<file path="config.mk">
export PLATFORM = sky130hd
export DESIGN_NAME = axi_uart_flat
export DESIGN_NICKNAME = d
export VERILOG_FILES = /design/src/hw/soc_bus_pkg.sv /design/src/hw/axi_lite_if.sv /design/src/hw/axi_uart.sv /design/src/flat_wrapper.sv
export VERILOG_INCLUDE_DIRS = /design/src /design/src/hw
export SDC_FILE = /design/constraint.sdc
export NUM_CORES = 1
export LEC_CHECK = 0
export CORE_AREA = 2 2 61 63
export DETAILED_ROUTE_END_ITERATION = 16
export DIE_AREA = 0 0 63 65
export DONT_BUFFER_PORTS = 1
export PLACE_DENSITY = 0.3
export SLEW_MARGIN = 20
export SYNTH_ARGS = -nofsm -noshare
export SYNTH_HDL_FRONTEND = slang
export SYNTH_SLANG_ARGS = --single-unit
</file>
<file path="constraint.sdc">
create_clock -name clk -period 1.9 [get_ports clk]
set_clock_uncertainty 0.15 [all_clocks]
set_input_delay 0.38 -clock clk [delete_from_list [all_inputs] [get_ports clk]]
set_output_delay 0.38 -clock clk [all_outputs]
set_load 0.01 [all_outputs]
</file>
<file path="src/hw/soc_params.svh">
`ifndef SOC_PARAMS_SVH
`define SOC_PARAMS_SVH

// Bus widths
`define AXI_ADDR_W 32
`define AXI_DATA_W 32
`define AXI_STRB_W 4
`define AXI_RESP_W 2

// SRAM size in words
`define SRAM_DEPTH 256

// Peripheral register map
`define UART_TX_ADDR        32'ha00003f8
`define CLINT_MTIMECMP_ADDR 32'ha0000048
`define CLINT_MTIME_ADDR    32'ha000bff8

`endif

</file>
<file path="src/hw/soc_bus_pkg.sv">
`default_nettype none

`include "soc_params.svh"

package soc_bus_pkg;

    typedef logic [`AXI_ADDR_W-1:0] axi_addr_t;
    typedef logic [`AXI_DATA_W-1:0] axi_data_t;
    typedef logic [`AXI_STRB_W-1:0] axi_strb_t;
    typedef logic [`AXI_RESP_W-1:0] axi_resp_t;

    // Crossbar target
    typedef enum logic [1:0] {
        sel_sram,
        sel_uart,
        sel_clint
    } slave_sel_t;

    typedef enum logic {
        arb_idle,
        arb_busy
    } arb_state_t;

endpackage

`default_nettype wire

</file>
<file path="src/hw/axi_lite_if.sv">
`timescale 1ns/1ps
`default_nettype none

interface axi_lite_if
    import soc_bus_pkg::*;
();

    axi_addr_t araddr;
    logic      arvalid;
    logic      arready;

    axi_data_t rdata;
    axi_resp_t rresp;
    logic      rvalid;
    logic      rready;

    axi_addr_t awaddr;
    logic      awvalid;
    logic      awready;

    axi_data_t wdata;
    axi_strb_t wstrb;
    logic      wvalid;
    logic      wready;

    axi_resp_t bresp;
    logic      bvalid;
    logic      bready;

    modport master (
        output araddr, arvalid, rready, awaddr, awvalid, wdata, wstrb, wvalid, bready,
        input  arready, rdata, rresp, rvalid, awready, wready, bresp, bvalid
    );

    modport slave (
        input  araddr, arvalid, rready, awaddr, awvalid, wdata, wstrb, wvalid, bready,
        output arready, rdata, rresp, rvalid, awready, wready, bresp, bvalid
    );

endinterface

`default_nettype wire

</file>
<file path="src/hw/axi_uart.sv">
`timescale 1ns/1ps
`default_nettype none

module axi_uart (
    input logic        clk,
    input logic        rst_n,
    axi_lite_if.slave  bus,
    output logic [7:0] tx_data,
    output logic       tx_valid
);

    logic pending;
    logic wr_go;

    assign pending     = bus.rvalid || bus.bvalid;
    assign bus.arready = bus.arvalid && !pending;
    assign wr_go       = bus.awvalid && bus.wvalid && !bus.arvalid && !pending;
    assign bus.awready = wr_go;
    assign bus.wready  = wr_go;
    // Transmit register reads back as zero
    assign bus.rdata   = '0;
    assign bus.rresp   = '0;
    assign bus.bresp   = '0;

    always_ff @(posedge clk) begin
        if (!rst_n) begin
            bus.rvalid <= 1'b0;
            bus.bvalid <= 1'b0;
            tx_valid   <= 1'b0;
        end else begin
            if (bus.arready)
                bus.rvalid <= 1'b1;
            else if (bus.rready)
                bus.rvalid <= 1'b0;
            if (wr_go)
                bus.bvalid <= 1'b1;
            else if (bus.bready)
                bus.bvalid <= 1'b0;
            // One-cycle strobe per accepted byte
            tx_valid <= wr_go && bus.wstrb[0];
        end
    end

    always_ff @(posedge clk) begin
        if (wr_go && bus.wstrb[0])
            tx_data <= bus.wdata[7:0];
    end

endmodule

`default_nettype wire

</file>
<file path="src/flat_wrapper.sv">
// flat-port wrapper written by rule: the top's interface ports become plain ports
module axi_uart_flat 
  (clk, rst_n, tx_data, tx_valid, bus_araddr, bus_arvalid, bus_rready, bus_awaddr, bus_awvalid, bus_wdata, bus_wstrb, bus_wvalid, bus_bready, bus_arready, bus_rdata, bus_rresp, bus_rvalid, bus_awready, bus_wready, bus_bresp, bus_bvalid);
  axi_lite_if bus_i ();
  input logic clk;
  input logic rst_n;
  output logic [7:0] tx_data;
  output logic tx_valid;
  input wire logic [$bits(bus_i.araddr)-1:0] bus_araddr;
  input wire logic [$bits(bus_i.arvalid)-1:0] bus_arvalid;
  input wire logic [$bits(bus_i.rready)-1:0] bus_rready;
  input wire logic [$bits(bus_i.awaddr)-1:0] bus_awaddr;
  input wire logic [$bits(bus_i.awvalid)-1:0] bus_awvalid;
  input wire logic [$bits(bus_i.wdata)-1:0] bus_wdata;
  input wire logic [$bits(bus_i.wstrb)-1:0] bus_wstrb;
  input wire logic [$bits(bus_i.wvalid)-1:0] bus_wvalid;
  input wire logic [$bits(bus_i.bready)-1:0] bus_bready;
  output wire logic [$bits(bus_i.arready)-1:0] bus_arready;
  output wire logic [$bits(bus_i.rdata)-1:0] bus_rdata;
  output wire logic [$bits(bus_i.rresp)-1:0] bus_rresp;
  output wire logic [$bits(bus_i.rvalid)-1:0] bus_rvalid;
  output wire logic [$bits(bus_i.awready)-1:0] bus_awready;
  output wire logic [$bits(bus_i.wready)-1:0] bus_wready;
  output wire logic [$bits(bus_i.bresp)-1:0] bus_bresp;
  output wire logic [$bits(bus_i.bvalid)-1:0] bus_bvalid;
  assign bus_i.araddr = bus_araddr;
  assign bus_i.arvalid = bus_arvalid;
  assign bus_i.rready = bus_rready;
  assign bus_i.awaddr = bus_awaddr;
  assign bus_i.awvalid = bus_awvalid;
  assign bus_i.wdata = bus_wdata;
  assign bus_i.wstrb = bus_wstrb;
  assign bus_i.wvalid = bus_wvalid;
  assign bus_i.bready = bus_bready;
  assign bus_arready = bus_i.arready;
  assign bus_rdata = bus_i.rdata;
  assign bus_rresp = bus_i.rresp;
  assign bus_rvalid = bus_i.rvalid;
  assign bus_awready = bus_i.awready;
  assign bus_wready = bus_i.wready;
  assign bus_bresp = bus_i.bresp;
  assign bus_bvalid = bus_i.bvalid;
  axi_uart u_core (.clk(clk), .rst_n(rst_n), .bus(bus_i), .tx_data(tx_data), .tx_valid(tx_valid));
endmodule
</file>
; After elaboration in Yosys (flattened, before gate mapping)
; Cells that the tools add are included.
[word_totals]
regBits = 11
out_inout_bits = 50
elab_cells = 18
[op_classes]
n_mux = 4
reduce_logical = 10
[ops]
columns = op, n
row1 = 1-bit logical AND, 5
row2 = 1-bit two-way mux, 4
row3 = 2-bit nonzero test, 2
row4 = 1-bit zero test, 2
row5 = 1-bit logical OR, 1

; Depth between registers and ports, before layout
[depth]
ltp_word = 4
mapped_depth = 3
depth_no_buf = 2

; Least setup slack after synthesis
; Ideal clock, no wire load.
[synth_timing]
path_type = input to register
startpoint = in bus_arvalid
endpoint = reg u_core.tx_data[0] (enable)
setup_time_ns = 0.380
arrival_ns = 1.154
t_required_ns = 1.370
path_slack_ns = 0.216
cell_stages = 2
path_buffers = 0
cell_sequence = nand3b_4 nor4b_2
[synth_between]
elab_chain_cells = 4
[synth_lines]
columns = item, line
row1 = "start, declared", flat_wrapper.sv:10  ; input wire logic [$bits(bus_i.arvalid)-1:0] bus_arvalid;
row2 = 1-bit zero test, axi_uart.sv:17  ; assign wr_go = bus.awvalid && bus.wvalid && !bus.arvalid && !pending;
row3 = 1-bit logical AND (2 in a row), axi_uart.sv:17
row4 = 1-bit logical AND, axi_uart.sv:45  ; if (wr_go && bus.wstrb[0])
row5 = "end signal, assigned", axi_uart.sv:46  ; tx_data <= bus.wdata[7:0];
row6 = "end, declared", axi_uart.sv:8  ; output logic [7:0] tx_data,
; Every way passes these cells.
; A chain may end at the register's enable or synchronous reset.

; Final worst setup path
[layout_timing]
startpoint = reg u_core.bus.bvalid
endpoint = out bus_wready
[layout_between]
elab_chain_cells = 3
[layout_lines]
columns = item, line
row1 = "start, declared", axi_lite_if.sv:37  ; output arready, rdata, rresp, rvalid, awready, wready, bresp, bvalid
row2 = "start signal, assigned", axi_uart.sv:28  ; bus.bvalid <= 1'b0;
row3 = "start signal, assigned", axi_uart.sv:36  ; bus.bvalid <= 1'b1;
row4 = "start signal, assigned", axi_uart.sv:38  ; bus.bvalid <= 1'b0;
row5 = 1-bit logical OR, axi_uart.sv:15  ; assign pending = bus.rvalid || bus.bvalid;
row6 = 1-bit zero test, axi_uart.sv:17
row7 = 1-bit logical AND, axi_uart.sv:17
row8 = "end, declared", flat_wrapper.sv:23  ; output wire logic [$bits(bus_i.wready)-1:0] bus_wready;
; Every way passes these cells.

==> results.md <==
• **worst hold endpoint** u_core.tx_data[1]$_DFFE_PP_
• **number of ports placed on the die boundary** 157
• **overall power of the completed layout** 484 uW
• **unrepaired setup endpoints after global routing** no
• **clock network latency to the later pin of the worst-skew pair** 0.26 ns
• **antenna-violating nets left** 0
• **critical path peak fanout** 7
• **pin count of the biggest net entering global routing** 9
• **most used standard cells in the synthesized netlist** 37 x buf_4, 8 x edfxtp_1, 3 x dfxtp_1
• **final weighted congestion in routability-driven placement** 0.651
• **total length of routed wires** 1.13 mm
• **via count of the first global-routing pass** 266
• **hold path depth** 0
• **Critical R2R Capture** u_core.tx_data[0]$_DFFE_PP_
• **worst hold slack across all endpoints** 0.0564 ns
• **worst path buffer plus inverter count** 1
• **cell with the most instances after synthesis** buf_4
• **Worst R2R Setup Slack** 0.53 ns
• **Die H** 65 um
• **post-synthesis cell type count** 15
• **initial core utilization** 19.6%
• **antenna violations before repair** 0
• **post-CTS setup-driven buffer insertion count** 0
• **Max Freq** 612 MHz
• **total gr overflow** 0
• **area taken by multi-input logic gates** 235 um^2
• **Via-to-Cell Ratio** 2.75
• **combined flip-flop and latch cell area** 300 um^2
• **peak supply drop** 158 uV
• **number of rows created at floorplan** 22
• **Critical Path, Cell by Cell** nor3_1, buf_4
• **endpoints failing hold** 0
• **CTS resizes** 0
• **Total GRT Usage** 5.74%
• **share of cells above drive strength 1** 14.1%
• **clk sink count** 11
• **width of the chip** 63 um
• **H-Tree Depth** 1
• **yosys warns** 0
• **cell count after synthesis** 60
• **average instance area after synthesis** 11.4 um^2
• **minimum clock period** 1.63 ns
• **top cell type by total area after synthesis** buf_4
• **Max Slew Vio Count** 0
• **FF-to-FF path depth** 2
• **diode count** 0
• **outcome** complete, no violations
• **fill cell total of the finished layout** 387
• **clock-pin slew of the registers on the worst-case setup and hold paths** 0.07 ns
• **Root Driver** clkbuf_4
• **Post-DP HPWL** 930 um
• **Max clock buf depth** 2
• **kind of cell adding the most delay to the critical path** flip-flops
• **kind of end point of the critical path** output port
• **Crit path arrival time** 1.10 ns
• **portion of synthesized cell area occupied by the leading cell type** 40.5%
• **cell area after layout** 641 um^2
• **predominant post-synthesis flop cell** edfxtp_1
• **maximum single-stage delay on the critical path** 0.42 ns
• **placeable core region** 3500 um^2
• **Setup CP Type** reg2out
• **WP data required** 1.37 ns
• **top cells by area, synth** buf_4 41%, edfxtp_1 35%, dfxtp_1 8.8%, nand3b_4 2.9%, o41ai_2 2.4%
• **Layout area overhead** -6.57%
• **number of detailed-routing iterations run before antenna repair** 3
• **DR vias** 308
• **violation count after the first detailed-routing iteration** 13
• **cell area after synthesis** 686 um^2
• **count of state elements after synthesis** 11
• **HP Class** in2reg
• **die outline area** 4100 um^2
• **count of unresolved DRC violations after routing** 0
• **placement-stage cell area** 614 um^2
• **count of endpoints failing setup in the final report** 0
• **net total in the final layout** 172
• **sequential fraction of the synthesis area** 43.8%
• **CP startpoint kind** flop
• **power per unit of standard cell area** 756 nW/um^2
• **average wire length per cell after detail routing** 10.1 um
• **static leakage** 0.286 nW
• **Worst Setup SP** u_core.bus.bvalid$_SDFFE_PN0P_
• **CTS tree** built
• **CP max-delay cell** dfxtp_1
• **async set-or-reset flop fraction in the synthesized netlist** 0%
• **count of flip-flops with a built-in enable after synthesis** 8
• **I/O Buffers** 0
• **cell count after placement** 108
• **worst hold start** bus_wdata[1]
• **clock buffers created by TritonCTS** 3
• **first-pass GRT wire length** 1.57 mm
• **final std cells w/o fill** 112
• **reg-to-reg critical path startpoint** u_core.bus.bvalid$_SDFFE_PN0P_
• **final worst-path cycle share** 86.0%
• **hold buffer count at cts** 0
• **max-cap violation count** 0
• **aggregate negative setup slack** 0 ns
-- worst max-delay path by stage --
stage | slack [ns] | endpoint | cells past startpoint
CTS | 0.25 | bus_wready | 2
detailed placement | 0.42 | u_core.tx_data[5]$_DFFE_PP_ | 3
floorplan | 0.22 | u_core.tx_data[0]$_DFFE_PP_ | 2
finish | 0.27 | bus_wready | 2
global placement | 0.44 | u_core.tx_data[7]$_DFFE_PP_ | 3
global route | 0.18 | bus_wready | 2
-- layout by cell type (no fill, tap or decap) --
cell type / Yosys / final
buf_4: 37 / 2
clkbuf_4: 0 / 3
edfxtp_1: 8 / 8
conb_1: 1 / 36
nor4b_2: 1 / 1
dfxtp_1: 3 / 3
nor3b_2: 1 / 1
clkbuf_1: 0 / 1
o41ai_2: 1 / 1
nand3b_4: 1 / 1
nand3b_1: 1 / 1
nor2b_1: 1 / 1
nor4_1: 1 / 1
o21a_1: 1 / 1
nand2_1: 1 / 1
inv_1: 1 / 1
nor3_1: 1 / 1
-- worst reg2reg max path, stage by stage, from the launching register on --
cell,delay [ns]
dfxtp_1,0.42
nor4b_2,0.30
buf_4,0.21
-- metrics by stage --
step	utilization, %	setup WS [ns]
floorplan	-	0.216
global placement	17.6	0.443
detailed placement	17.6	0.420
CTS	18.3	0.248
global route	18.3	0.181
finish	18.3	0.266
-- sequential cells by signal (all words and copies together) (netlist names) --
signal,count
u_core.tx_data,8
u_core.bus.bvalid,1
u_core.bus.rvalid,1
u_core.tx_valid,1
-- kinds of logic (layout without fill, tap and decap cells) --
group | Yosys count | after routing | synth area share [%]
buf+inv | 38 | 7 | 41.1
compound gates | 2 | 2 | 3.47
other cells | 1 | 36 | 0.547
flops | 11 | 11 | 43.8
simple gates | 8 | 8 | 11.1
-- metal layers --
| metal | track usage, % | vias to the layer above | routed length (um) |
|---|---|---|---|
| met3 | 7.47 | 2 | 282 |
| met5 | 0 | - | 0 |
| li1 | - | 133 | - |
| met4 | 2.50 | 0 | 11 |
| met1 | 5.44 | 128 | 442 |
| met2 | 6.91 | 45 | 389 |
-- where the power goes --
part	internal [mW]	leakage, nW	switching (mW)	total (mW)
Combinational	0.00938	0.175	0.0410	0.0504
Sequential	0.263	0.0970	0.0100	0.273
Clock	0.0811	0.0150	0.0793	0.160
Total	0.354	0.286	0.130	0.484
-- cell type report --
class	instances	area share [%]
clock buffer	4	4.10
inverter	1	0.586
multi-input combinational	46	36.7
sequential	11	46.9
tap	48	9.38
timing repair buffer	2	2.34
(Power assumes the default switching activity.)
