### src/hw/soc_params.svh
`ifndef SOC_PARAMS_SVH
`define SOC_PARAMS_SVH

// Bus widths
`define AXI_ADDR_W 32
`define AXI_DATA_W 32
`define AXI_STRB_W 4
`define AXI_RESP_W 2

// SRAM size in words
`define SRAM_DEPTH 256

// Peripheral register map
`define UART_TX_ADDR        32'ha00003f8
`define CLINT_MTIMECMP_ADDR 32'ha0000048
`define CLINT_MTIME_ADDR    32'ha000bff8

`endif

### src/hw/soc_bus_pkg.sv
`default_nettype none

`include "soc_params.svh"

package soc_bus_pkg;

    typedef logic [`AXI_ADDR_W-1:0] axi_addr_t;
    typedef logic [`AXI_DATA_W-1:0] axi_data_t;
    typedef logic [`AXI_STRB_W-1:0] axi_strb_t;
    typedef logic [`AXI_RESP_W-1:0] axi_resp_t;

    // Crossbar target
    typedef enum logic [1:0] {
        sel_sram,
        sel_uart,
        sel_clint
    } slave_sel_t;

    typedef enum logic {
        arb_idle,
        arb_busy
    } arb_state_t;

endpackage

`default_nettype wire

### src/hw/axi_lite_if.sv
`timescale 1ns/1ps
`default_nettype none

interface axi_lite_if
    import soc_bus_pkg::*;
();

    axi_addr_t araddr;
    logic      arvalid;
    logic      arready;

    axi_data_t rdata;
    axi_resp_t rresp;
    logic      rvalid;
    logic      rready;

    axi_addr_t awaddr;
    logic      awvalid;
    logic      awready;

    axi_data_t wdata;
    axi_strb_t wstrb;
    logic      wvalid;
    logic      wready;

    axi_resp_t bresp;
    logic      bvalid;
    logic      bready;

    modport master (
        output araddr, arvalid, rready, awaddr, awvalid, wdata, wstrb, wvalid, bready,
        input  arready, rdata, rresp, rvalid, awready, wready, bresp, bvalid
    );

    modport slave (
        input  araddr, arvalid, rready, awaddr, awvalid, wdata, wstrb, wvalid, bready,
        output arready, rdata, rresp, rvalid, awready, wready, bresp, bvalid
    );

endinterface

`default_nettype wire

### src/hw/axi_clint.sv
`timescale 1ns/1ps
`default_nettype none

`include "soc_params.svh"

module axi_clint
    import soc_bus_pkg::*;
(
    input logic       clk,
    input logic       rst_n,
    axi_lite_if.slave bus,
    output logic      timer_irq
);

    axi_data_t mtime;
    axi_data_t mtimecmp;
    logic      pending;
    logic      wr_go;

    assign pending     = bus.rvalid || bus.bvalid;
    assign bus.arready = bus.arvalid && !pending;
    assign wr_go       = bus.awvalid && bus.wvalid && !bus.arvalid && !pending;
    assign bus.awready = wr_go;
    assign bus.wready  = wr_go;
    assign bus.rresp   = '0;
    assign bus.bresp   = '0;

    always_ff @(posedge clk) begin
        if (!rst_n) begin
            bus.rvalid <= 1'b0;
            bus.bvalid <= 1'b0;
            mtime      <= '0;
            mtimecmp   <= '1;
            timer_irq  <= 1'b0;
        end else begin
            if (bus.arready)
                bus.rvalid <= 1'b1;
            else if (bus.rready)
                bus.rvalid <= 1'b0;
            if (wr_go)
                bus.bvalid <= 1'b1;
            else if (bus.bready)
                bus.bvalid <= 1'b0;
            mtime <= mtime + 1'b1;
            // Writes to mtime are ignored
            if (wr_go && bus.awaddr == `CLINT_MTIMECMP_ADDR) begin
                for (int i = 0; i < `AXI_STRB_W; i++) begin
                    if (bus.wstrb[i])
                        mtimecmp[8*i +: 8] <= bus.wdata[8*i +: 8];
                end
            end
            timer_irq <= (mtime >= mtimecmp);
        end
    end

    always_ff @(posedge clk) begin
        if (bus.arready)
            bus.rdata <= (bus.araddr == `CLINT_MTIME_ADDR) ? mtime : mtimecmp;
    end

endmodule

`default_nettype wire

### src/flat_wrapper.sv
// flat-port wrapper written by rule: the top's interface ports become plain ports
module axi_clint_flat import soc_bus_pkg::*;
  (clk, rst_n, timer_irq, bus_araddr, bus_arvalid, bus_rready, bus_awaddr, bus_awvalid, bus_wdata, bus_wstrb, bus_wvalid, bus_bready, bus_arready, bus_rdata, bus_rresp, bus_rvalid, bus_awready, bus_wready, bus_bresp, bus_bvalid);
  axi_lite_if bus_i ();
  input logic clk;
  input logic rst_n;
  output logic timer_irq;
  input wire logic [$bits(bus_i.araddr)-1:0] bus_araddr;
  input wire logic [$bits(bus_i.arvalid)-1:0] bus_arvalid;
  input wire logic [$bits(bus_i.rready)-1:0] bus_rready;
  input wire logic [$bits(bus_i.awaddr)-1:0] bus_awaddr;
  input wire logic [$bits(bus_i.awvalid)-1:0] bus_awvalid;
  input wire logic [$bits(bus_i.wdata)-1:0] bus_wdata;
  input wire logic [$bits(bus_i.wstrb)-1:0] bus_wstrb;
  input wire logic [$bits(bus_i.wvalid)-1:0] bus_wvalid;
  input wire logic [$bits(bus_i.bready)-1:0] bus_bready;
  output wire logic [$bits(bus_i.arready)-1:0] bus_arready;
  output wire logic [$bits(bus_i.rdata)-1:0] bus_rdata;
  output wire logic [$bits(bus_i.rresp)-1:0] bus_rresp;
  output wire logic [$bits(bus_i.rvalid)-1:0] bus_rvalid;
  output wire logic [$bits(bus_i.awready)-1:0] bus_awready;
  output wire logic [$bits(bus_i.wready)-1:0] bus_wready;
  output wire logic [$bits(bus_i.bresp)-1:0] bus_bresp;
  output wire logic [$bits(bus_i.bvalid)-1:0] bus_bvalid;
  assign bus_i.araddr = bus_araddr;
  assign bus_i.arvalid = bus_arvalid;
  assign bus_i.rready = bus_rready;
  assign bus_i.awaddr = bus_awaddr;
  assign bus_i.awvalid = bus_awvalid;
  assign bus_i.wdata = bus_wdata;
  assign bus_i.wstrb = bus_wstrb;
  assign bus_i.wvalid = bus_wvalid;
  assign bus_i.bready = bus_bready;
  assign bus_arready = bus_i.arready;
  assign bus_rdata = bus_i.rdata;
  assign bus_rresp = bus_i.rresp;
  assign bus_rvalid = bus_i.rvalid;
  assign bus_awready = bus_i.awready;
  assign bus_wready = bus_i.wready;
  assign bus_bresp = bus_i.bresp;
  assign bus_bvalid = bus_i.bvalid;
  axi_clint u_core (.clk(clk), .rst_n(rst_n), .bus(bus_i), .timer_irq(timer_irq));
endmodule
### config.mk
export PLATFORM = sky130hd
export DESIGN_NAME = axi_clint_flat
export DESIGN_NICKNAME = d
export VERILOG_FILES = /design/src/hw/soc_bus_pkg.sv /design/src/hw/axi_lite_if.sv /design/src/hw/axi_clint.sv /design/src/flat_wrapper.sv
export VERILOG_INCLUDE_DIRS = /design/src /design/src/hw
export SDC_FILE = /design/constraint.sdc
export NUM_CORES = 1
export LEC_CHECK = 0
export ABC_CLOCK_PERIOD_IN_PS = 2400
export BUFFER_PORTS_ARGS = -buffer_cell sky130_fd_sc_hd__clkbuf_2
export CORE_UTILIZATION = 30
export CTS_BUF_LIST = sky130_fd_sc_hd__clkbuf_8
export CTS_CLUSTER_SIZE = 25
export DETAILED_ROUTE_END_ITERATION = 8
export HOLD_SLACK_MARGIN = 0.08
export PLACE_DENSITY = 0.47
export SLEW_MARGIN = 10
export SYNTH_ARGS = -nofsm -noshare
export SYNTH_HDL_FRONTEND = slang
export SYNTH_SLANG_ARGS = --single-unit
### constraint.sdc
create_clock -name clk -period 2.4 [get_ports clk]
set_input_delay 0.24 -clock clk [delete_from_list [all_inputs] [get_ports clk]]
set_output_delay 0.24 -clock clk [all_outputs]
set_load 0.1 [all_outputs]
# --- Yosys cells after proc, flatten, opt, wreduce, memory -nomap -nowiden ---
# Index checks and enable logic that the tools add are counted.
classes:
  n_addsub: 1
  n_lt_le_gt_ge: 1
  n_eq_ne: 2
  muxes: 5
  n_reduce_logical: 14
ops:
  columns: ["op", "n"]
  rows:
  - ["$eq A32 B32 Y1 const B", 2]
  - ["$add A32 B1 Y32 const B", 1]
  - ["$ge A32 B32 Y1", 1]
  - ["$mux W32", 1]
  - ["$reduce_and A2 Y1", 4]
  - ["$logic_and A1 B1 Y1", 5]
  - ["$mux W1", 4]
  - ["$reduce_bool A2 Y1", 2]
  - ["$logic_not A1 Y1", 2]
  - ["$logic_or A1 B1 Y1", 1]
word_totals:
  register_bits: 99
  inputBits: 107
  output_inout_bits: 42
  wordCells: 32

# --- Logic depth before layout (Yosys ltp) ---
logic_depth:
  word_depth: 5
  ltp_mapped: 7
  mapped_depth_nobuf: 7

# --- Worst setup path after synthesis ---
# OpenSTA, ideal clock, no wires.
synth_timing:
  kind: "register -> register"
  start: "register u_core.bus.rvalid"
  end: "register u_core.bus.rdata[0], enable pin"
  setup_ns: 0.427
  t_arrival_ns: 2.379
  required_time_ns: 1.973
  path_slack_ns: -0.405
  stages_incl_launch_ff: 3
  path_cell_list: "dfxtp_1 > nor2_1 > and2_1"
synth_between:
  elab_chain_cells: 3
synth_rtl:
  columns: ["item", "line_no", "rtl"]
  rows:
  - ["start, declared", "axi_lite_if.sv:37", "output arready, rdata, rresp, rvalid, awready, wready, bresp, bvalid"]
  - ["start signal, assigned", "axi_clint.sv:30", "bus.rvalid <= 1'b0;"]
  - ["start signal, assigned", "axi_clint.sv:37", "bus.rvalid <= 1'b1;"]
  - ["start signal, assigned", "axi_clint.sv:39", "bus.rvalid <= 1'b0;"]
  - ["$logic_or A1 B1 Y1", "axi_clint.sv:20", "assign pending = bus.rvalid || bus.bvalid;"]
  - ["$logic_not A1 Y1", "axi_clint.sv:21", "assign bus.arready = bus.arvalid && !pending;"]
  - ["$logic_and A1 B1 Y1", "axi_clint.sv:21", null]
  - ["named net bus_arready", "flat_wrapper.sv:17", "output wire logic [$bits(bus_i.arready)-1:0] bus_arready;"]
  - ["end signal, assigned", "axi_clint.sv:58", "bus.rdata <= (bus.araddr == `CLINT_MTIME_ADDR) ? mtime : mtimecmp;"]
  - ["end, declared", "axi_lite_if.sv:37", null]
# The timed path passes the listed nets, and every way through them passes these cells.
# A chain may end at the register's enable or synchronous reset.

# --- Final worst setup path ---
layout_timing:
  start: "register u_core.mtime[9]"
  end: "register u_core.mtime[31]"
layout_between:
  elab_chain_cells: 1
layout_rtl:
  columns: ["item", "line_no", "rtl"]
  rows:
  - ["start, declared", "axi_clint.sv:15", "axi_data_t mtime;"]
  - ["start signal, assigned", "axi_clint.sv:44", "mtime <= mtime + 1'b1;"]
  - ["$add A32 B1 Y32", "axi_clint.sv:44", null]
# Every way passes these cells.

==> Flow_metrics.wiki <==
{| class="wikitable"
! Metric !! Value
|-
| Run status || finished clean
|-
| Internal power of the cells || 2.36 mW
|-
| Peak clock frequency supported by timing || 0.467 GHz
|-
| Switch share || 24.2%
|-
| Peak supply drop || 0.245 mV
|-
| Warning count from the yosys run || 0
|-
| Maximum capacitance violations || 0
|-
| Peak fanout along the critical path || 7
|-
| Buffering stage count on the worst path with inverters included || 0
|-
| Most used DFF post-synth || dfxtp_1
|-
| Library cell occupying the most area in the post-synthesis netlist || dfxtp_1
|-
| TritonCTS Buffers || 9
|-
| Post-synthesis instance area || 5000 µm²
|-
| Placeable Area || 16,100 µm²
|-
| Post-route core utilization || 40.4%
|-
| Register area share after synthesis || 46.0%
|-
| Static leakage || 2.81 nW
|-
| Data arrival, critical path || 2.46 ns
|-
| Post-CTS setup buffer count || 0
|-
| Total area of multi-input combinational cells || 2440 µm²
|-
| Top library cells by usage in the layout, fill and taps aside || clkbuf_2 (144), nand2_1 (80), dfxtp_1 (65)
|-
| Routability Congestion || 0.772
|-
| Floorplan die height || 131 µm
|-
| Maximum number of pins on one net before global-route repair || 63
|-
| Largest stage delay, worst path || 0.70 ns
|-
| Final Setup Violations || 0
|-
| Classification of the worst-slack hold path || input port to register
|-
| Worst max-slew margin expressed relative to the limit || 61.5%
|-
| 1st-pass router iterations || 4
|-
| Leading cell type in the layout, fill and taps excluded || clkbuf_2
|-
| Shortest clock period the worst path allows after layout || 2.14 ns
|-
| Part of the total power dissipated in the clock network || 35.1%
|-
| Aggregate global routing overflow || 0
|-
| Yosys cell types || 48
|-
| Largest delay contributor family on the critical path || simple AND/OR/NAND/NOR gates
|-
| Period Utilization, post-route || 89.2%
|-
| RSZ-0062 raised after global routing || no
|-
| DRC violation count after routing || 0
|-
| Number of fillers in the final layout || 1,628
|-
| Maximum number of buffers from clock root to sink || 2
|-
| Total wirelength of the detailed-routed design || 12,800 µm
|-
| Overall track demand over capacity in global routing || 15.7%
|-
| Fraction of layout cells with a size suffix above 1 || 26.2%
|-
| Synthesized area per cell || 9.62 µm²
|-
| CTS Hold Buffers Added || 28
|-
| Instance count of the mapped netlist || 520
|-
| Critical path, cell by cell || nand4_4, or4_1, or3_4, nor4_2, o21bai_1
|-
| Transition at the pin with the smallest max-transition slack || 0.580 ns
|-
| Routed via count divided by cell count || 4.58
|-
| Via count || 4,199
|-
| Post-CTS resize count || 0
|-
| Wire length of the first global-routing pass || 21,300 µm
|-
| Synth top area cells || dfxtp_1 (27%), edfxtp_1 (19%), ha_1 (8.3%)
|-
| Clock latency at the later pin of the worst-skew pair || 0.38 ns
|-
| Placed wire-length estimate after detailed placement || 9600 µm
|-
| Total clock sinks || 99
|-
| Post-synth ARST share || 0%
|-
| Number of levels the H-tree was split into || 3
|-
| Core Rows || 46
|-
| Buffer cell driving the clock tree root || clkbuf_8
|-
| Overall die area || 17,200 µm²
|-
| Number of hold violations in the final report || 0
|-
| Worst Setup End Kind || register
|-
| Count of flip-flops with a built-in enable after synthesis || 32
|-
| Count of pins on the block boundary || 149
|-
| Total power density per cell area || 479 nW/µm²
|-
| Die width || 131 µm
|-
| Aggregate negative setup slack || 0 ns
|-
| Cell Area, Placed || 6000 µm²
|-
| Post-layout instance area || 6480 µm²
|-
| Count of antenna diodes in the layout || 0
|-
| Switching power || 0.753 mW
|-
| CTS tree || built
|-
| Post-layout nets || 836
|-
| Cell with the biggest individual delay on the critical path || or4_1
|-
| Initial core utilization || 31.2%
|-
| Number of design-rule violations left by the first detailed-router iteration || 181
|-
| Sequential cell area || 2310 µm²
|-
| Worst setup SP type || register
|-
| Yosys reg bits || 99
|-
| Post-CTS clock slew at the launch and capture registers of the worst setup and hold paths || 0.10 ns
|-
| Area growth, synth to finish || 29.6%
|-
| CP Class || register to register
|-
| Max-slew violations || 0
|-
| Average routed wire per standard cell || 14.0 µm
|-
| Final Hold Slack || 0.102 ns
|-
| Vias in the first global route || 4,217
|-
| I/O Buffers || 144
|-
| Clk_skew || 0.0144 ns
|-
| Count of nets left with antenna violations after detail routing || 0
|-
| Number of antenna violations at the first check in global routing || 0
|-
| Required time at the worst-slack endpoint || 2.72 ns
|-
| Area share of the largest cell type after synthesis || 26.8%
|-
| Combinational power share || 9.0%
|-
| Sequential share of power || 55.9%
|}
[synth_stat cells (6+ instances only)]
cell	number
inv_1	42
ha_1	33
mux2i_1	32
edfxtp_1	32
o21ai_0	39
nor4b_1	6
dfxtp_1	67
nand2_1	80
buf_4	6
nand3_1	13
and3_1	6
nor2_1	34
nor4_1	14
nand4_1	12
clkbuf_1	11
xor2_1	8
xnor2_1	18
a21oi_1	12
[worst reg2reg max path: cells and delay by family, from the launching register on]
family           cells  cell delay (ns)
AO/OA/AOI/OAI        1             0.13
AND/OR/NAND/NOR      4             1.46
flip-flops           1             0.49
[per-layer routing]
layer,up-vias,routed length [µm],GRT usage (%)
met5,-,0,0
li1,2170,-,-
met4,0,189,4.84
met2,105,6160,26.4
met3,12,578,4.55
met1,1912,5900,19.3
[power by group through the flow]
stage | registers [mW] | logic [mW] | clock network (mW)
3_3_place_gp | 1.78 | 0.242 | 0
4_1_cts | 1.74 | 0.283 | 1.14
2_1_floorplan | 1.79 | 0.114 | 0
3_5_place_dp | 1.78 | 0.245 | 0
6_report | 1.74 | 0.279 | 1.09
5_1_grt | 1.74 | 0.303 | 1.22
[path summary, 6_finish.rpt]
kind                                                  startpoint                          endpoint  slack, ns  cells after the start
worst max register to register        u_core.mtime[9]$_SDFF_PN0_       u_core.mtime[31]$_SDFF_PN0_       0.26                      5
worst min register to register  u_core.mtimecmp[15]$_SDFFE_PN1P_  u_core.mtimecmp[15]$_SDFFE_PN1P_       0.48                      2
worst max-delay path                  u_core.mtime[9]$_SDFF_PN0_       u_core.mtime[31]$_SDFF_PN0_       0.26                      5
worst min-delay path                                bus_wdata[5]   u_core.mtimecmp[5]$_SDFFE_PN1P_       0.10                      3
[state kept, by name, indices dropped and copies added (netlist names)]
register and flops:
u_core.bus.rdata 32, u_core.bus.rvalid 1, u_core.timer_irq 1, u_core.bus.bvalid 1, u_core.mtimecmp 32, u_core.mtime 32
[cells by family (layout without fill, tap and decap cells)]
group	Yosys count	after routing	synth area share (%)
buffers and inverters	64	242	5.65
xor gates and xnor gates	26	26	4.55
AOI/OAI and AO/OA	64	64	7.23
muxes	33	33	6.63
other	1	4	0.0749
DFF	99	99	46.0
and+or+nand+nor	200	200	21.6
adders and majority gates	33	33	8.25
[per-stage QoR]
stage / instances / setup slack (ns) / power [mW]
global placement: 872 / 0.286 / 2.02
floorplan: 523 / 0.0855 / 1.91
finish: 917 / 0.259 / 3.11
CTS: 916 / 0.243 / 3.17
global route: 917 / 0.121 / 3.26
detailed placement: 872 / 0.261 / 2.02
[final cells by class]
cell class	count	share of cell area (%)
clock inverters	6	0.907
well taps	216	4.17
clock buffers	10	2.12
inverters	42	2.49
repair buffers	184	17.1
flip-flops and latches	99	35.6
multi-input cells	360	37.6
Power figures use the tool's default switching activity.
