## src/hw/soc_params.svh

```systemverilog
`ifndef SOC_PARAMS_SVH
`define SOC_PARAMS_SVH

// Bus widths
`define AXI_ADDR_W 32
`define AXI_DATA_W 32
`define AXI_STRB_W 4
`define AXI_RESP_W 2

// SRAM size in words
`define SRAM_DEPTH 256

// Peripheral register map
`define UART_TX_ADDR        32'ha00003f8
`define CLINT_MTIMECMP_ADDR 32'ha0000048
`define CLINT_MTIME_ADDR    32'ha000bff8

`endif

```

## src/hw/soc_bus_pkg.sv

```systemverilog
`default_nettype none

`include "soc_params.svh"

package soc_bus_pkg;

    typedef logic [`AXI_ADDR_W-1:0] axi_addr_t;
    typedef logic [`AXI_DATA_W-1:0] axi_data_t;
    typedef logic [`AXI_STRB_W-1:0] axi_strb_t;
    typedef logic [`AXI_RESP_W-1:0] axi_resp_t;

    // Crossbar target
    typedef enum logic [1:0] {
        sel_sram,
        sel_uart,
        sel_clint
    } slave_sel_t;

    typedef enum logic {
        arb_idle,
        arb_busy
    } arb_state_t;

endpackage

`default_nettype wire

```

## src/hw/axi_lite_if.sv

```systemverilog
`timescale 1ns/1ps
`default_nettype none

interface axi_lite_if
    import soc_bus_pkg::*;
();

    axi_addr_t araddr;
    logic      arvalid;
    logic      arready;

    axi_data_t rdata;
    axi_resp_t rresp;
    logic      rvalid;
    logic      rready;

    axi_addr_t awaddr;
    logic      awvalid;
    logic      awready;

    axi_data_t wdata;
    axi_strb_t wstrb;
    logic      wvalid;
    logic      wready;

    axi_resp_t bresp;
    logic      bvalid;
    logic      bready;

    modport master (
        output araddr, arvalid, rready, awaddr, awvalid, wdata, wstrb, wvalid, bready,
        input  arready, rdata, rresp, rvalid, awready, wready, bresp, bvalid
    );

    modport slave (
        input  araddr, arvalid, rready, awaddr, awvalid, wdata, wstrb, wvalid, bready,
        output arready, rdata, rresp, rvalid, awready, wready, bresp, bvalid
    );

endinterface

`default_nettype wire

```

## src/hw/axi_arbiter.sv

```systemverilog
`timescale 1ns/1ps
`default_nettype none

module axi_arbiter
    import soc_bus_pkg::*;
(
    input logic       clk,
    input logic       rst_n,
    axi_lite_if.slave  m0,
    axi_lite_if.slave  m1,
    axi_lite_if.master down
);

    arb_state_t state;
    logic       owner;
    logic       prio;
    logic       addr_sent;
    logic       req0;
    logic       req1;
    logic       pick;
    logic       pass;
    logic       fwd0;
    logic       fwd1;
    logic       own0;
    logic       own1;
    logic       addr_hs;
    logic       done;

    assign req0 = m0.arvalid || (m0.awvalid && m0.wvalid);
    assign req1 = m1.arvalid || (m1.awvalid && m1.wvalid);
    // prio high favours m1
    assign pick = prio ? req1 : !req0;

    assign pass = (state == arb_busy) && !addr_sent;
    assign fwd0 = pass && !owner;
    assign fwd1 = pass && owner;
    assign own0 = (state == arb_busy) && !owner;
    assign own1 = (state == arb_busy) && owner;

    assign addr_hs = (down.arvalid && down.arready) || (down.awvalid && down.awready);
    assign done = (down.rvalid && down.rready) || (down.bvalid && down.bready);

    always_ff @(posedge clk) begin
        if (!rst_n) begin
            state     <= arb_idle;
            owner     <= 1'b0;
            prio      <= 1'b1;
            addr_sent <= 1'b0;
        end else begin
            case (state)
                arb_idle: begin
                    if (req0 || req1) begin
                        state     <= arb_busy;
                        owner     <= pick;
                        addr_sent <= 1'b0;
                    end
                end
                arb_busy: begin
                    if (addr_hs)
                        addr_sent <= 1'b1;
                    if (done) begin
                        state <= arb_idle;
                        prio  <= ~owner;
                    end
                end
                default: state <= arb_idle;
            endcase
        end
    end

    // Requests of the owner only
    assign down.araddr  = owner ? m1.araddr : m0.araddr;
    assign down.awaddr  = owner ? m1.awaddr : m0.awaddr;
    assign down.wdata   = owner ? m1.wdata : m0.wdata;
    assign down.wstrb   = owner ? m1.wstrb : m0.wstrb;
    assign down.arvalid = owner ? fwd1 && m1.arvalid : fwd0 && m0.arvalid;
    assign down.awvalid = owner ? fwd1 && m1.awvalid : fwd0 && m0.awvalid;
    assign down.wvalid  = owner ? fwd1 && m1.wvalid : fwd0 && m0.wvalid;
    assign down.rready  = owner ? own1 && m1.rready : own0 && m0.rready;
    assign down.bready  = owner ? own1 && m1.bready : own0 && m0.bready;

    assign m0.arready = fwd0 && down.arready;
    assign m0.awready = fwd0 && down.awready;
    assign m0.wready  = fwd0 && down.wready;
    assign m0.rdata   = down.rdata;
    assign m0.rresp   = down.rresp;
    assign m0.rvalid  = own0 && down.rvalid;
    assign m0.bresp   = down.bresp;
    assign m0.bvalid  = own0 && down.bvalid;

    assign m1.arready = fwd1 && down.arready;
    assign m1.awready = fwd1 && down.awready;
    assign m1.wready  = fwd1 && down.wready;
    assign m1.rdata   = down.rdata;
    assign m1.rresp   = down.rresp;
    assign m1.rvalid  = own1 && down.rvalid;
    assign m1.bresp   = down.bresp;
    assign m1.bvalid  = own1 && down.bvalid;

    // No slave may still be answering when a new grant can be made
    a_no_grant_open_resp: assert property (@(posedge clk) disable iff (!rst_n)
        (state == arb_idle) |-> !(down.rvalid || down.bvalid));

endmodule

`default_nettype wire

```

## src/flat_wrapper.sv

```systemverilog
// flat-port wrapper written by rule: the top's interface ports become plain ports
module axi_arbiter_flat import soc_bus_pkg::*;
  (clk, rst_n, m0_araddr, m0_arvalid, m0_rready, m0_awaddr, m0_awvalid, m0_wdata, m0_wstrb, m0_wvalid, m0_bready, m0_arready, m0_rdata, m0_rresp, m0_rvalid, m0_awready, m0_wready, m0_bresp, m0_bvalid, m1_araddr, m1_arvalid, m1_rready, m1_awaddr, m1_awvalid, m1_wdata, m1_wstrb, m1_wvalid, m1_bready, m1_arready, m1_rdata, m1_rresp, m1_rvalid, m1_awready, m1_wready, m1_bresp, m1_bvalid, down_araddr, down_arvalid, down_rready, down_awaddr, down_awvalid, down_wdata, down_wstrb, down_wvalid, down_bready, down_arready, down_rdata, down_rresp, down_rvalid, down_awready, down_wready, down_bresp, down_bvalid);
  axi_lite_if m0_i ();
  axi_lite_if m1_i ();
  axi_lite_if down_i ();
  input logic clk;
  input logic rst_n;
  input wire logic [$bits(m0_i.araddr)-1:0] m0_araddr;
  input wire logic [$bits(m0_i.arvalid)-1:0] m0_arvalid;
  input wire logic [$bits(m0_i.rready)-1:0] m0_rready;
  input wire logic [$bits(m0_i.awaddr)-1:0] m0_awaddr;
  input wire logic [$bits(m0_i.awvalid)-1:0] m0_awvalid;
  input wire logic [$bits(m0_i.wdata)-1:0] m0_wdata;
  input wire logic [$bits(m0_i.wstrb)-1:0] m0_wstrb;
  input wire logic [$bits(m0_i.wvalid)-1:0] m0_wvalid;
  input wire logic [$bits(m0_i.bready)-1:0] m0_bready;
  output wire logic [$bits(m0_i.arready)-1:0] m0_arready;
  output wire logic [$bits(m0_i.rdata)-1:0] m0_rdata;
  output wire logic [$bits(m0_i.rresp)-1:0] m0_rresp;
  output wire logic [$bits(m0_i.rvalid)-1:0] m0_rvalid;
  output wire logic [$bits(m0_i.awready)-1:0] m0_awready;
  output wire logic [$bits(m0_i.wready)-1:0] m0_wready;
  output wire logic [$bits(m0_i.bresp)-1:0] m0_bresp;
  output wire logic [$bits(m0_i.bvalid)-1:0] m0_bvalid;
  input wire logic [$bits(m1_i.araddr)-1:0] m1_araddr;
  input wire logic [$bits(m1_i.arvalid)-1:0] m1_arvalid;
  input wire logic [$bits(m1_i.rready)-1:0] m1_rready;
  input wire logic [$bits(m1_i.awaddr)-1:0] m1_awaddr;
  input wire logic [$bits(m1_i.awvalid)-1:0] m1_awvalid;
  input wire logic [$bits(m1_i.wdata)-1:0] m1_wdata;
  input wire logic [$bits(m1_i.wstrb)-1:0] m1_wstrb;
  input wire logic [$bits(m1_i.wvalid)-1:0] m1_wvalid;
  input wire logic [$bits(m1_i.bready)-1:0] m1_bready;
  output wire logic [$bits(m1_i.arready)-1:0] m1_arready;
  output wire logic [$bits(m1_i.rdata)-1:0] m1_rdata;
  output wire logic [$bits(m1_i.rresp)-1:0] m1_rresp;
  output wire logic [$bits(m1_i.rvalid)-1:0] m1_rvalid;
  output wire logic [$bits(m1_i.awready)-1:0] m1_awready;
  output wire logic [$bits(m1_i.wready)-1:0] m1_wready;
  output wire logic [$bits(m1_i.bresp)-1:0] m1_bresp;
  output wire logic [$bits(m1_i.bvalid)-1:0] m1_bvalid;
  output wire logic [$bits(down_i.araddr)-1:0] down_araddr;
  output wire logic [$bits(down_i.arvalid)-1:0] down_arvalid;
  output wire logic [$bits(down_i.rready)-1:0] down_rready;
  output wire logic [$bits(down_i.awaddr)-1:0] down_awaddr;
  output wire logic [$bits(down_i.awvalid)-1:0] down_awvalid;
  output wire logic [$bits(down_i.wdata)-1:0] down_wdata;
  output wire logic [$bits(down_i.wstrb)-1:0] down_wstrb;
  output wire logic [$bits(down_i.wvalid)-1:0] down_wvalid;
  output wire logic [$bits(down_i.bready)-1:0] down_bready;
  input wire logic [$bits(down_i.arready)-1:0] down_arready;
  input wire logic [$bits(down_i.rdata)-1:0] down_rdata;
  input wire logic [$bits(down_i.rresp)-1:0] down_rresp;
  input wire logic [$bits(down_i.rvalid)-1:0] down_rvalid;
  input wire logic [$bits(down_i.awready)-1:0] down_awready;
  input wire logic [$bits(down_i.wready)-1:0] down_wready;
  input wire logic [$bits(down_i.bresp)-1:0] down_bresp;
  input wire logic [$bits(down_i.bvalid)-1:0] down_bvalid;
  assign m0_i.araddr = m0_araddr;
  assign m0_i.arvalid = m0_arvalid;
  assign m0_i.rready = m0_rready;
  assign m0_i.awaddr = m0_awaddr;
  assign m0_i.awvalid = m0_awvalid;
  assign m0_i.wdata = m0_wdata;
  assign m0_i.wstrb = m0_wstrb;
  assign m0_i.wvalid = m0_wvalid;
  assign m0_i.bready = m0_bready;
  assign m0_arready = m0_i.arready;
  assign m0_rdata = m0_i.rdata;
  assign m0_rresp = m0_i.rresp;
  assign m0_rvalid = m0_i.rvalid;
  assign m0_awready = m0_i.awready;
  assign m0_wready = m0_i.wready;
  assign m0_bresp = m0_i.bresp;
  assign m0_bvalid = m0_i.bvalid;
  assign m1_i.araddr = m1_araddr;
  assign m1_i.arvalid = m1_arvalid;
  assign m1_i.rready = m1_rready;
  assign m1_i.awaddr = m1_awaddr;
  assign m1_i.awvalid = m1_awvalid;
  assign m1_i.wdata = m1_wdata;
  assign m1_i.wstrb = m1_wstrb;
  assign m1_i.wvalid = m1_wvalid;
  assign m1_i.bready = m1_bready;
  assign m1_arready = m1_i.arready;
  assign m1_rdata = m1_i.rdata;
  assign m1_rresp = m1_i.rresp;
  assign m1_rvalid = m1_i.rvalid;
  assign m1_awready = m1_i.awready;
  assign m1_wready = m1_i.wready;
  assign m1_bresp = m1_i.bresp;
  assign m1_bvalid = m1_i.bvalid;
  assign down_araddr = down_i.araddr;
  assign down_arvalid = down_i.arvalid;
  assign down_rready = down_i.rready;
  assign down_awaddr = down_i.awaddr;
  assign down_awvalid = down_i.awvalid;
  assign down_wdata = down_i.wdata;
  assign down_wstrb = down_i.wstrb;
  assign down_wvalid = down_i.wvalid;
  assign down_bready = down_i.bready;
  assign down_i.arready = down_arready;
  assign down_i.rdata = down_rdata;
  assign down_i.rresp = down_rresp;
  assign down_i.rvalid = down_rvalid;
  assign down_i.awready = down_awready;
  assign down_i.wready = down_wready;
  assign down_i.bresp = down_bresp;
  assign down_i.bvalid = down_bvalid;
  axi_arbiter u_core (.clk(clk), .rst_n(rst_n), .m0(m0_i), .m1(m1_i), .down(down_i));
endmodule
```

## config.mk

```make
export PLATFORM = sky130hd
export DESIGN_NAME = axi_arbiter_flat
export DESIGN_NICKNAME = d
export VERILOG_FILES = /design/src/hw/soc_bus_pkg.sv /design/src/hw/axi_lite_if.sv /design/src/hw/axi_arbiter.sv /design/src/flat_wrapper.sv
export VERILOG_INCLUDE_DIRS = /design/src /design/src/hw
export SDC_FILE = /design/constraint.sdc
export NUM_CORES = 1
export LEC_CHECK = 0
export BUFFER_PORTS_ARGS = -buffer_cell sky130_fd_sc_hd__buf_2
export CAP_MARGIN = 10
export CORE_AREA = 10 10 165 167
export DETAILED_ROUTE_END_ITERATION = 10
export DIE_AREA = 0 0 175 177
export GPL_TIMING_DRIVEN = 0
export PLACE_DENSITY = 0.33
export SYNTH_ARGS = -nofsm -noshare
export SYNTH_HDL_FRONTEND = slang
export SYNTH_SLANG_ARGS = --single-unit
```

## constraint.sdc

```tcl
create_clock -name clk -period 1.4 [get_ports clk]
set_input_delay 0.07 -clock clk [delete_from_list [all_inputs] [get_ports clk]]
set_output_delay 0.07 -clock clk [all_outputs]
set_load 0.1 [all_outputs]
```

* Yosys cells after proc, flatten, opt, wreduce, memory -nomap -nowiden *
Index checks and enable logic that the tools add are counted.

operators by class
  equal/unequal tests = 2
  muxes and demuxes = 16
  bitwise gates (word level) = 2
  reductions and logical operators = 42

operators by type and width
  kind                                           count
  two-way mux 32 bit                             3
  logical AND 1 bit                              31
  two-way mux 1 bit                              10
  AND reduction 2 bit                            3
  logical OR 1 bit                               5
  two-way mux 4 bit                              1
  one-hot mux 1 bit (2 select lines)             2
  logical NOT 1 bit                              3
  != test 2 x 1 -> 1 bit, second input constant  1
  != test 2 bit, second input constant           1
  inverter 1 bit                                 2

word-level totals
  register bits after elaboration = 4
  output and inout bits = 187

* Depth between registers and ports, before layout *
  depth in word-level cells = 9
  depth in mapped cells = 5
  gate-level depth less buffers = 3

* Least setup slack after synthesis *
No wires, ideal clock.

  path kind = register -> output
  from = reg u_core.state
  to = out m0_arready
  arrival time = 2.842 ns
  slack = -1.512 ns
  cell stages (with the launch flop) = 4
  path through = dfxtp_1 clkbuf_2 nand2b_1 nor3b_1

between the ends
  word-level cells in the longest chain between the ends = 3

ends and longest elaborated chain
  element                 RTL line            text
  start, declared         axi_arbiter.sv:14   arb_state_t state;
  start signal, assigned  axi_arbiter.sv:45   state <= arb_idle;
  start signal, assigned  axi_arbiter.sv:53   state <= arb_busy;
  start signal, assigned  axi_arbiter.sv:62   state <= arb_idle;
  logical AND 1 bit       axi_arbiter.sv:34   assign pass = (state == arb_busy) && !addr_sent;
  logical AND 1 bit       axi_arbiter.sv:35   assign fwd0 = pass && !owner;
  logical AND 1 bit       axi_arbiter.sv:82   assign m0.arready = fwd0 && down.arready;
  end, declared           flat_wrapper.sv:18  output wire logic [$bits(m0_i.arready)-1:0] m0_arready;

No other way between the ends.

* Worst setup path in the final report *
  from = reg u_core.owner
  to = out down_araddr[17]

between the ends
  word-level cells in the longest chain between the ends = 1

ends and longest elaborated chain
  element                 RTL line            text
  start, declared         axi_arbiter.sv:15   logic owner;
  start signal, assigned  axi_arbiter.sv:54   owner <= pick;
  two-way mux 32 bit      axi_arbiter.sv:72   assign down.araddr = owner ? m1.araddr : m0.araddr;
  end, declared           flat_wrapper.sv:43  output wire logic [$bits(down_i.araddr)-1:0] down_araddr;

No other way between the ends.

==> results.md <==
| Stage | Quantity | This run |
|:---|:---|:---|
| critical path | Flop-to-flop setup slack | -0.12 ns |
| global routing | Via count of the first global-routing pass | 3939 |
| yosys | Area of the mapped netlist | 0.00215 mm2 |
| yosys | Ranking of synthesized cells by area | sky130_fd_sc_hd__mux2_2 (52%), sky130_fd_sc_hd__buf_4 (25%), sky130_fd_sc_hd__buf_6 (4.7%), sky130_fd_sc_hd__dfxtp_1 (3.7%), sky130_fd_sc_hd__mux2i_1 (1.9%) |
| routing | Routed length per placed instance | 20.0 um |
| sta | Final clock period utilization by the worst path | 114% |
| sta | Worst hold-check slack | 0.121 ns |
| routing | 1st-iter DRT viols | 58 |
| die | Vert. Die Dim | 177 um |
| sta | Slew of the pin with the lowest slew margin | 0.505 ns |
| critical path | Data required time at the worst endpoint | 1.33 ns |
| status | Outcome | finished with violations |
| critical path | Startpoint of the most critical register-to-register path | u_core.owner$_SDFFE_PN0P_ |
| yosys | Proportion of netlist area held by the largest area contributor | 52.4% |
| yosys | Count of mapped cells out of synthesis | 233 |
| power | Leakage power | 3.74 nW |
| critical path | Crit. End Element | output pin |
| hold path | Path category of the worst min-delay check | in -> reg |
| power | VDD IR max | 487 uV |
| routing | Routed vias/inst | 3.47 |
| sta | Upper clock frequency limit | 628 MHz |
| global routing | Pin count of the biggest net entering global routing | 11 |
| status | Violated checks | negative setup slack |
| sta | Max Clock Skew | 0.000216 ns |
| die | Die width | 175 um |
| power | Power share of the sequential group | 2.0% |
| critical path | Worst R2R Path Depth | 4 |
| power | Psw | 4.28 mW |
| die | Initial Util | 8.96% |
| critical path | Delay-heaviest family, CP | buffers and inverters |
| routing | First-pass iteration count of the detailed router | 4 |
| die | Core region area | 0.0240 mm2 |
| power | Clock network fraction of design power | 6.2% |
| power | Switching share of total power | 59.3% |
| yosys | Share of synthesized area occupied by flip-flops and latches | 3.73% |
| yosys | Number of unique standard cell types used by synthesis | 23 |
| power | Cell-internal power | 2.93 mW |
| routing | Wirelength, routed | 19.7 mm |
| finish | Post-layout nets | 914 |
| clock network | Root buf cell | sky130_fd_sc_hd__clkbuf_16 |
| finish | Summed area of non-filler cells in the final layout | 0.00734 mm2 |
| global routing | Global-route usage over all layers | 11.3% |
| clock network | Number of clock buffers inserted by TritonCTS | 3 |
| power | Ratio of total power to cell area | 982 mW/mm2 |
| power | Share of power burned in combinational logic | 91.8% |
| clock network | Register clock-pin slew on the reported worst setup and hold paths | 0.03 ns |
| finish | Final Instance Count excl. Fillers | 984 |
| global routing | Overflow left after global routing | 0 |
| hold path | Startpoint of the worst hold path | rst_n |
| sta | Final Max Slew Viols | 0 |
| sta | Time the final worst path needs with I/O delays and setup | 1.59 ns |
| yosys | Flop and latch count out of synthesis | 4 |
| sta | Fin. Hold Viols | 0 |
| global routing | First-pass GRT wire length | 26.9 mm |
| placement | Total placed cells including tap cells | 960 |
| sta | Final Setup Violations | 115 |
| placement | Placement Setup Slack | -0.302 ns |
| die | Top Ports | 440 |
| clock network | Count of H-tree levels built during CTS | 1 |
| routing | Final antenna-violating net count | 0 |
| critical path | CP Data Arrival Time | 1.52 ns |
| finish | Area delta synth->final | 242% |
| critical path | Crit Path Category | reg -> out |
| critical path | Cells along the critical path | clkbuf_16 > clkbuf_16 > mux2_4 > buf_12 |
| sta | Final worst slack | -0.192 ns |
| yosys | Synthesized Nets | 486 |
| clock network | Max Buffers Root-to-Sink | 2 |
| finish | Fill count | 2459 |
| clock network | CTS sink cnt | 4 |
| critical path | Worst-path maximum fanout | 7 |
| critical path | Startpoint class of the critical path | register |
| sta | RSZ-0062 raised after global routing | true |
| placement | Placer congestion estimate | 0.819 |
| finish | Layout cell share with drive strength beyond 1 | 97.0% |
| routing | Total vias in the final route | 3418 |
| yosys | Cell taking the most area after synthesis | sky130_fd_sc_hd__mux2_2 |
| clock network | Clk_lat worst skew | 0.22 ns |
| sta | Rel. slew slack | 66.6% |
| finish | Most common cell after layout, fill and taps aside | sky130_fd_sc_hd__buf_2 |
| placement | Dpl hpwl | 16.4 mm |
| placement | Dpl cell area | 0.00468 mm2 |
| die | Die ar. | 0.0310 mm2 |
| hold path | Number of cells traversed by the worst hold path | 3 |
| critical path | Worst r2r dst | u_core.prio$_SDFFE_PN1P_ |
| clock network | Hold buffer count at CTS | 0 |
| routing | DRC violation count after routing | 0 |
| yosys | Mean instance size in the synthesized netlist | 9.21 um2 |
| global routing | Number of antenna violations at the first check in global routing | 2 |
| die | Number of placement rows | 57 |
| critical path | Most used cell along the critical path | sky130_fd_sc_hd__clkbuf_16 |
| clock network | CTS tree | done |
| yosys | Warning count from the yosys run | 0 |
| finish | Highest-count cells in the layout ignoring fill and taps | sky130_fd_sc_hd__buf_2 (288), sky130_fd_sc_hd__buf_12 (118), sky130_fd_sc_hd__mux2_4 (95), sky130_fd_sc_hd__buf_4 (79), sky130_fd_sc_hd__clkbuf_16 (10) |
| critical path | Critical path's slowest cell | sky130_fd_sc_hd__dfxtp_4 |
| flow run | MaxCap Viol Count | 0 |
| critical path | Largest stage delay on the critical path | 0.45 ns |
| critical path | Buffer and inverter count on the worst path | 3 |
| hold path | Endpoint, Worst Hold | u_core.owner$_SDFFE_PN0P_ |
| placement | Buffers on Ports | 403 |
-- worst min-delay path, stage by stage --
cell and delay, ns:
sky130_fd_sc_hd__buf_2 0.12, sky130_fd_sc_hd__inv_1 0.07, sky130_fd_sc_hd__a21oi_1 0.04
-- cell type report --
type | instances | area, um2 | area share (%)
timing repair buffer | 425 | 4070 | 55.4
tap | 324 | 405 | 5.52
buffer | 84 | 764 | 10.4
antenna | 1 | 2.50 | 0.0341
sequential | 4 | 85.1 | 1.16
multi-input combinational | 141 | 1930 | 26.3
inverter | 2 | 11.3 | 0.153
clock buffer | 3 | 75.1 | 1.02
-- cells in the mapped netlist --
cell type                  instances
sky130_fd_sc_hd__nand2_1           5
sky130_fd_sc_hd__mux2i_1           4
sky130_fd_sc_hd__dfxtp_1           4
sky130_fd_sc_hd__inv_1             2
sky130_fd_sc_hd__buf_4            72
sky130_fd_sc_hd__buf_6             9
sky130_fd_sc_hd__clkbuf_2          1
sky130_fd_sc_hd__a21oi_1           3
sky130_fd_sc_hd__nand2b_1          2
sky130_fd_sc_hd__mux2i_2           1
sky130_fd_sc_hd__o22ai_2           1
sky130_fd_sc_hd__o21ai_0           2
sky130_fd_sc_hd__nor3b_1           4
sky130_fd_sc_hd__o211ai_1          1
sky130_fd_sc_hd__mux2_2          100
sky130_fd_sc_hd__nor2_1            8
sky130_fd_sc_hd__o31a_1            1
sky130_fd_sc_hd__buf_2             3
sky130_fd_sc_hd__a311oi_1          1
sky130_fd_sc_hd__and3_1            6
sky130_fd_sc_hd__a21o_1            1
sky130_fd_sc_hd__mux2_4            1
sky130_fd_sc_hd__clkbuf_1          1
-- flip-flops by register name, indices dropped and copies added, names as in the netlist --
register	flops
u_core.addr_sent	1
u_core.owner	1
u_core.prio	1
u_core.state	1
-- stage by stage --
stage | setup TNS, ns | total power, mW | utilization (%)
after floorplan | -0.479 | 4.17 | -
after global placement | -20.38 | 5.04 | 19.5
after detailed placement | -20.98 | 5.03 | 19.5
after CTS | -22.59 | 6.77 | 27.8
after global routing | -21.50 | 7.40 | 30.6
final | -15.58 | 7.21 | 30.6
-- routing by layer --
layer	up-vias	track usage [%]	part of all wire (%)
li1	1604	-	-
met2	258	22.3	55
met3	8	4.89	11
met5	-	0	0
met4	0	1.84	0.84
met1	1548	10.7	34
-- worst max path at each step --
stage                                         start  cells after the start              end
after floorplan           u_core.owner$_SDFFE_PN0P_                      3       m0_arready
after global routing      u_core.owner$_SDFFE_PN0P_                      4  down_araddr[17]
after CTS                 u_core.owner$_SDFFE_PN0P_                      6  down_awaddr[21]
after detailed placement  u_core.owner$_SDFFE_PN0P_                      6      down_wvalid
final                     u_core.owner$_SDFFE_PN0P_                      4  down_araddr[17]
after global placement    u_core.owner$_SDFFE_PN0P_                      6      down_wvalid
-- power by group through the flow --
stage,sequential (mW),clock (mW),combinational (mW)
CTS,0.134,0.453,6.18
finish,0.146,0.445,6.62
floorplan,0.130,0,4.04
global placement,0.131,0,4.91
detailed placement,0.132,0,4.90
global route,0.149,0.464,6.79
-- repair_timing --
action	4_1_cts	5_1_grt
setup endpoints to repair	117	117
pin swaps	8	0
buffers inserted	12	1
gates resized for setup	446	149
gates cloned	5	6
-- cells by family after synthesis --
family	Yosys count	synth area share [%]
mux	106	55.7
buf+inv	88	31.4
simple gates	25	6.00
compound gates	10	3.26
flops	4	3.73
(Power assumes the default switching activity.)
